$ cat config.mk
export PLATFORM = sky130hd
export DESIGN_NAME = uart_tx_top
export DESIGN_NICKNAME = d
export VERILOG_FILES = /design/src/source/uart_pkg.sv /design/src/source/uart_baud_gen.sv /design/src/source/uart_transmitter.sv /design/src/source/uart_tx_fifo.sv /design/src/source/uart_tx_top.sv
export SDC_FILE = /design/constraint.sdc
export NUM_CORES = 1
export LEC_CHECK = 0
export CORE_AREA = 2 2 83 85
export CTS_BUF_LIST = sky130_fd_sc_hd__clkbuf_2 sky130_fd_sc_hd__clkbuf_4 sky130_fd_sc_hd__clkbuf_8
export CTS_CLUSTER_DIAMETER = 40
export DETAILED_ROUTE_END_ITERATION = 7
export DIE_AREA = 0 0 85 87
export DONT_BUFFER_PORTS = 1
export PLACE_DENSITY = 0.69
export SKIP_CTS_REPAIR_TIMING = 1
export SLEW_MARGIN = 20
export SYNTH_ARGS = -nofsm -noshare
export SYNTH_HDL_FRONTEND = slang
export SYNTH_SLANG_ARGS = --single-unit
export TNS_END_PERCENT = 100
$ cat constraint.sdc
create_clock -name clk -period 2.65 [get_ports clk]
set_input_delay 0 -clock clk [delete_from_list [all_inputs] [get_ports clk]]
set_output_delay 0 -clock clk [all_outputs]
set_load 0.01 [all_outputs]
$ cat src/source/uart_pkg.sv
`default_nettype none

package uart_pkg;

    localparam int UART_BYTE_W = 8;
    localparam int BAUD_DIV_W  = 16;

    typedef logic [UART_BYTE_W-1:0] uart_byte_t;
    typedef logic [BAUD_DIV_W-1:0]  baud_div_t;   // Clock cycles per bit
    typedef logic [1:0]             data_bits_t;
    typedef logic [1:0]             stop_bits_t;

    // Depth is also the host's credit count after reset
    localparam int TX_FIFO_DEPTH = 4;
    localparam int TX_FIFO_AW    = $clog2(TX_FIFO_DEPTH);

    typedef logic [TX_FIFO_AW:0] fifo_ptr_t;      // Extra wrap bit

    // Data bit codes
    localparam data_bits_t DATA_BITS_5 = 2'b00;
    localparam data_bits_t DATA_BITS_6 = 2'b01;
    localparam data_bits_t DATA_BITS_7 = 2'b10;
    localparam data_bits_t DATA_BITS_8 = 2'b11;

    // Stop bit codes
    localparam stop_bits_t STOP_BITS_1  = 2'b00;
    localparam stop_bits_t STOP_BITS_2  = 2'b01;
    localparam stop_bits_t STOP_BITS_2B = 2'b10;  // Spare code, two stop bits as well
    localparam stop_bits_t STOP_BITS_3  = 2'b11;

    typedef enum logic [2:0] {
        TX_IDLE,
        TX_START,
        TX_DATA,
        TX_PARITY,
        TX_STOP
    } tx_state_t;

endpackage

`default_nettype wire

$ cat src/source/uart_baud_gen.sv
`timescale 1ns/1ps
`default_nettype none

module uart_baud_gen (
    input  wire                      clk,
    input  wire                      reset_n,
    input  wire uart_pkg::baud_div_t baud_div_i,
    output logic                     tick_o
);

    import uart_pkg::*;

    baud_div_t cnt;

    assign tick_o = (cnt == baud_div_t'(1));

    // Free-running down-counter, divisor sampled only at reload
    always_ff @(posedge clk or negedge reset_n) begin
        if (!reset_n) begin
            cnt <= '0;
        end else if (tick_o || (cnt == '0)) begin
            cnt <= baud_div_i;
        end else begin
            cnt <= cnt - baud_div_t'(1);
        end
    end

endmodule

`default_nettype wire

$ cat src/source/uart_transmitter.sv
`timescale 1ns/1ps
`default_nettype none

module uart_transmitter (
    input  wire                       clk,
    input  wire                       reset_n,
    input  wire                       tick_i,
    input  wire                       tx_en_i,
    input  wire uart_pkg::data_bits_t data_bits_i,
    input  wire uart_pkg::stop_bits_t stop_bits_i,
    input  wire                       parity_en_i,
    input  wire                       parity_odd_i,
    input  wire uart_pkg::uart_byte_t byte_i,
    input  wire                       avail_i,
    output logic                      pop_o,
    output logic                      tx_o,
    output logic                      tx_busy_o
);

    import uart_pkg::*;

    tx_state_t  state;
    uart_byte_t shift_reg;
    logic [2:0] bit_cnt;
    logic [2:0] last_bit;
    logic [1:0] stop_cnt;
    logic [1:0] stop_num;
    logic       parity_acc;
    logic       frame_done;

    // Index of the last data bit
    always_comb begin
        last_bit = 3'd7;
        case (data_bits_i)
            DATA_BITS_5: last_bit = 3'd4;
            DATA_BITS_6: last_bit = 3'd5;
            DATA_BITS_7: last_bit = 3'd6;
            DATA_BITS_8: last_bit = 3'd7;
        endcase
    end

    always_comb begin
        stop_num = 2'd1;
        case (stop_bits_i)
            STOP_BITS_1:  stop_num = 2'd1;
            STOP_BITS_2:  stop_num = 2'd2;
            STOP_BITS_2B: stop_num = 2'd2;
            STOP_BITS_3:  stop_num = 2'd3;
        endcase
    end

    // Tick that closes the last stop bit
    assign frame_done = (state == TX_STOP) && tick_i && (stop_cnt == stop_num);

    // Pop from idle, or chain the next frame with no gap
    assign pop_o = tx_en_i && avail_i && ((state == TX_IDLE) || frame_done);

    assign tx_busy_o = (state != TX_IDLE);

    always_ff @(posedge clk) begin
        if (pop_o) begin
            shift_reg <= byte_i;
        end else if ((state == TX_DATA) && tick_i) begin
            shift_reg <= shift_reg >> 1;   // LSB first
        end
    end

    always_ff @(posedge clk or negedge reset_n) begin
        if (!reset_n) begin
            state      <= TX_IDLE;
            tx_o       <= 1'b1;
            bit_cnt    <= '0;
            stop_cnt   <= '0;
            parity_acc <= 1'b0;
        end else begin
            case (state)
                TX_IDLE: begin
                    if (pop_o) begin
                        state <= TX_START;
                    end
                end
                TX_START: begin
                    if (tick_i) begin
                        tx_o  <= 1'b0;     // Start bit
                        state <= TX_DATA;
                    end
                end
                TX_DATA: begin
                    if (tick_i) begin
                        tx_o       <= shift_reg[0];
                        parity_acc <= parity_acc ^ shift_reg[0];
                        bit_cnt    <= bit_cnt + 3'd1;
                        if (bit_cnt == last_bit) begin
                            state <= parity_en_i ? TX_PARITY : TX_STOP;
                        end
                    end
                end
                TX_PARITY: begin
                    if (tick_i) begin
                        tx_o  <= parity_acc ^ parity_odd_i;
                        state <= TX_STOP;
                    end
                end
                TX_STOP: begin
                    if (tick_i) begin
                        if (stop_cnt != stop_num) begin
                            tx_o     <= 1'b1;
                            stop_cnt <= stop_cnt + 2'd1;
                        end else if (pop_o) begin
                            // Next byte waiting, its start bit begins now
                            tx_o  <= 1'b0;
                            state <= TX_DATA;
                        end else begin
                            state <= TX_IDLE;
                        end
                    end
                end
                default: state <= TX_IDLE;
            endcase

            if (pop_o) begin
                bit_cnt    <= '0;
                stop_cnt   <= '0;
                parity_acc <= 1'b0;
            end
        end
    end

endmodule

`default_nettype wire

$ cat src/source/uart_tx_fifo.sv
`timescale 1ns/1ps
`default_nettype none

module uart_tx_fifo (
    input  wire                       clk,
    input  wire                       reset_n,
    input  wire                       wr_valid_i,
    input  wire uart_pkg::uart_byte_t wr_data_i,
    input  wire                       pop_i,
    output uart_pkg::uart_byte_t      byte_o,
    output logic                      avail_o,
    output logic                      credit_o
);

    import uart_pkg::*;

    uart_byte_t mem [TX_FIFO_DEPTH];
    fifo_ptr_t  wr_ptr;
    fifo_ptr_t  rd_ptr;

    assign avail_o = (wr_ptr != rd_ptr);
    assign byte_o  = mem[rd_ptr[TX_FIFO_AW-1:0]];   // Head entry

    always_ff @(posedge clk) begin
        if (wr_valid_i) begin
            mem[wr_ptr[TX_FIFO_AW-1:0]] <= wr_data_i;
        end
    end

    // Host only writes with credit in hand, so no full check
    always_ff @(posedge clk or negedge reset_n) begin
        if (!reset_n) begin
            wr_ptr <= '0;
        end else if (wr_valid_i) begin
            wr_ptr <= wr_ptr + fifo_ptr_t'(1);
        end
    end

    always_ff @(posedge clk or negedge reset_n) begin
        if (!reset_n) begin
            rd_ptr <= '0;
        end else if (pop_i) begin
            rd_ptr <= rd_ptr + fifo_ptr_t'(1);
        end
    end

    // One credit back per popped byte
    always_ff @(posedge clk or negedge reset_n) begin
        if (!reset_n) begin
            credit_o <= 1'b0;
        end else begin
            credit_o <= pop_i;
        end
    end

endmodule

`default_nettype wire

$ cat src/source/uart_tx_top.sv
`timescale 1ns/1ps
`default_nettype none

module uart_tx_top (
    input  wire                       clk,
    input  wire                       reset_n,
    input  wire                       wr_valid_i,
    input  wire uart_pkg::uart_byte_t wr_data_i,
    output wire                       credit_o,
    input  wire uart_pkg::baud_div_t  baud_div_i,
    input  wire uart_pkg::data_bits_t data_bits_i,
    input  wire uart_pkg::stop_bits_t stop_bits_i,
    input  wire                       parity_en_i,
    input  wire                       parity_odd_i,
    input  wire                       tx_en_i,
    output wire                       tx_o,
    output wire                       tx_busy_o
);

    import uart_pkg::*;

    logic       tick;
    uart_byte_t fifo_byte;
    logic       fifo_avail;
    logic       fifo_pop;

    uart_baud_gen u_baud_gen (
        .clk        (clk),
        .reset_n    (reset_n),
        .baud_div_i (baud_div_i),
        .tick_o     (tick)
    );

    uart_tx_fifo u_tx_fifo (
        .clk        (clk),
        .reset_n    (reset_n),
        .wr_valid_i (wr_valid_i),
        .wr_data_i  (wr_data_i),
        .pop_i      (fifo_pop),
        .byte_o     (fifo_byte),
        .avail_o    (fifo_avail),
        .credit_o   (credit_o)
    );

    uart_transmitter u_transmitter (
        .clk          (clk),
        .reset_n      (reset_n),
        .tick_i       (tick),
        .tx_en_i      (tx_en_i),
        .data_bits_i  (data_bits_i),
        .stop_bits_i  (stop_bits_i),
        .parity_en_i  (parity_en_i),
        .parity_odd_i (parity_odd_i),
        .byte_i       (fifo_byte),
        .avail_i      (fifo_avail),
        .pop_o        (fifo_pop),
        .tx_o         (tx_o),
        .tx_busy_o    (tx_busy_o)
    );

endmodule

`default_nettype wire
==> impl_results.md <==
* Clk sink count at 73
* #FFs+latches synth at 73
* Worst hold path type: in -> reg
* Sequential share of power at 0.478
* Die height at 87 um
* Fin crit share at 0.891
* Peak supply drop at 0.622 mV
* Fin. max-slew vios at 0
* Setup Skew at 11.2 ps
* Post-synth EDFFs at 40
* Rel. slew slack at 0.675
* TritonCTS buffer count at 9
* Vias in the first global route at 1985
* Crit Path Max Fanout at 14
* DRC violations left at 0
* Routed WL at 6280 um
* Ratio of cells with drive above 1 in the final layout at 0.150
* Worst Path Required at 2750 ps
* Async SR Flop Fraction at 0.452
* Largest net degree at the start of global routing at 34
* Dpl hpwl at 4190 um
* Iteration-0 DRC Markers at 90
* Setup WS post-layout at 288 ps
* Sw frac at 0.339
* Worst-path clk slew at 80 ps
* Synth-to-layout area growth at 17.5%
* Power Density at 912 mW/mm^2
* Cell Rows at 30
* Max reg flops at 32
* Final setup viols at 0
* Arr. time, crit path at 2460 ps
* LEAKAGE at 1.60 nW
* Leading area contributor after synthesis: edfxtp_1
* Top FF cell, synth: edfxtp_1
* Num ports at 37
* Net Sw Power at 1.27 mW
* GPL Wtd Cong at 0.815
* Core Footprint at 0.00657 sq mm
* Tightest Pin Transition at 483 ps
* Cell family with most CP delay: simple AND/OR/NAND/NOR gates
* Post-Syn Area per Cell at 13.2 sq um
* Clk pwr share at 0.240
* Max stage delay cell, worst path: dfrtp_1
* CTS max path bufs at 2
* Via density at 5.53
* CTS tree: built
* Placed cell count at 340
* # Max-Cap Violations at 0
* Fin. Hold Viols at 0
* Yosys cell types at 53
* Final nets at 345
* Die ar. at 0.00740 sq mm
* Synth top area share at 0.344
* DRT antenna net count at 0
* Port-buffer cells at 0
* Root Buffer: clkbuf_8
* Power Total at 3.75 mW
* N_diodes at 0
* Worst slack at placement at 314 ps
* Setup TNS at 0 ps
* Crit path kind: reg -> reg
* Max Fclk at 423 MHz
* Antenna violations before repair at 0
* Latest clock arrival within the worst-skew pair at 340 ps
* Die Wd at 85 um
* Grt ovf at 0
* Internal at 2.48 mW
* Synth cell count leaders: edfxtp_1 (40), dfrtp_1 (32), nor2_1 (30)
* Synth Instances at 264
* Cell with the most instances after synthesis: edfxtp_1
* Setup crit end kind: register
* Non-Filler Instances at 386
* Initial Utilization at 0.532
* Logic gate share of total power at 0.282
* Mapped Area at 0.00350 sq mm
* Mapped Nets at 308
* GRT Total Usage at 0.175
* Area contributors post-synth: edfxtp_1 (34%), dfrtp_1 (23%), mux4_2 (5.2%), xnor2_1 (3.8%), ha_1 (3.6%)
* Setup crit start kind: register
* RSZ-0062 raised after global routing: false
* Fin crit period at 2360 ps
* Buffers & Inverters on Critical Path at 2
* Outcome: finished, final reports clean
* H-tree Lvls at 3
* YS warnings at 0
* Crit-path cells: inv_1 -> ha_1 -> nor4b_2 -> nand4_2 -> o21ai_2 -> nand2_2 -> inv_4 -> mux2_1
* Via count at 2133
* CP max stage delay at 390 ps
* First-pass GRT wire length at 9840 um
* WL/cell at 16.3 um
* Seq/Total Area, Yosys at 0.580
* Utilization after layout at 0.626
* Drt pass-1 iters at 5
-- cell type report --
class	instances	area [sq um]
inverters	10	40.0
flip-flops and latches	73	2030
multi-input cells	171	1380
well taps	80	100
fillers	500	2460
clock inverters	7	85.1
clock buffers	9	124
repair buffers	36	355
-- through the flow --
step	hold slack, ps	instance area, sq um
6_report	47.8	4110
5_1_grt	56.8	4110
4_1_cts	-680	3800
3_5_place_dp	-294	3590
3_3_place_gp	-294	3590
2_1_floorplan	-296	3500
-- power groups by stage --
stage	Combinational, mW	Clock, mW	Sequential (mW)
finish	1.06	0.899	1.79
global route	1.18	0.978	1.82
detailed placement	1.01	0	1.81
global placement	0.987	0	1.79
CTS	1.02	0.926	1.79
floorplan	0.848	0	1.72
-- metal layers --
layer | vias up | part of all wire | global-route usage
met5 | - | 0 | 0
met2 | 39 | 0.47 | 0.261
met4 | 0 | 0.018 | 0.0736
met3 | 11 | 0.027 | 0.0502
met1 | 1032 | 0.49 | 0.243
li1 | 1051 | - | -
-- worst reg2reg max path, delay by kind of cell (launching register included) --
| kind | cells | cell delay, ps |
|---|---|---|
| AOI/OAI and AO/OA | 1 | 220 |
| DFF | 1 | 390 |
| and+or+nand+nor | 3 | 630 |
| adders and majority gates | 1 | 210 |
| buffers and inverters | 2 | 320 |
| muxes | 1 | 340 |
-- layout by cell type (no fill, tap or decap), types with 6 or more instances in the layout --
cell,netlist,layout
nand2_1,6,6
dfrtp_1,32,32
dlygate4sd3_1,0,29
clkbuf_8,0,9
a21oi_1,16,16
nor2_1,30,30
buf_4,1,6
ha_1,10,10
xor2_1,12,12
xnor2_1,15,15
mux4_2,8,8
edfxtp_1,40,40
mux2_1,8,8
inv_1,9,9
-- logic make-up (layout without fill, tap and decap cells) --
kind of cell / count (synthesis) / in the layout / synth area share
XOR/XNOR: 28 / 28 / 0.0723
AND/OR/NAND/NOR: 76 / 76 / 0.124
AO/OA/AOI/OAI: 40 / 40 / 0.0795
multiplexers: 17 / 17 / 0.0802
flip-flops: 73 / 73 / 0.580
buffers and inverters: 20 / 62 / 0.0279
adder cells (fa/ha/maj): 10 / 10 / 0.0358
-- path summary, 6_finish.rpt --
| path | cells past startpoint | endpoint | slack [ps] | from |
|---|---|---|---|---|
| min | 4 | u_transmitter.state[0]$_DFFE_PN0P_ | 50 | data_bits_i[0] |
| max | 8 | u_transmitter.shift_reg[3]$_DFFE_PP_ | 290 | u_baud_gen.cnt[1]$_DFF_PN0_ |
| min reg2reg | 1 | u_tx_fifo.wr_ptr[2]$_DFFE_PN0P_ | 520 | u_tx_fifo.wr_ptr[2]$_DFFE_PN0P_ |
| min in group asynchronous | 2 | u_baud_gen.cnt[9]$_DFF_PN0_ | 100 | reset_n |
| max in group asynchronous | 2 | u_transmitter.tx_o$_DFFE_PN1P_ | 2310 | reset_n |
| max reg2reg | 8 | u_transmitter.shift_reg[3]$_DFFE_PP_ | 290 | u_baud_gen.cnt[1]$_DFF_PN0_ |
No activity file was read; power rests on OpenSTA's default activity.
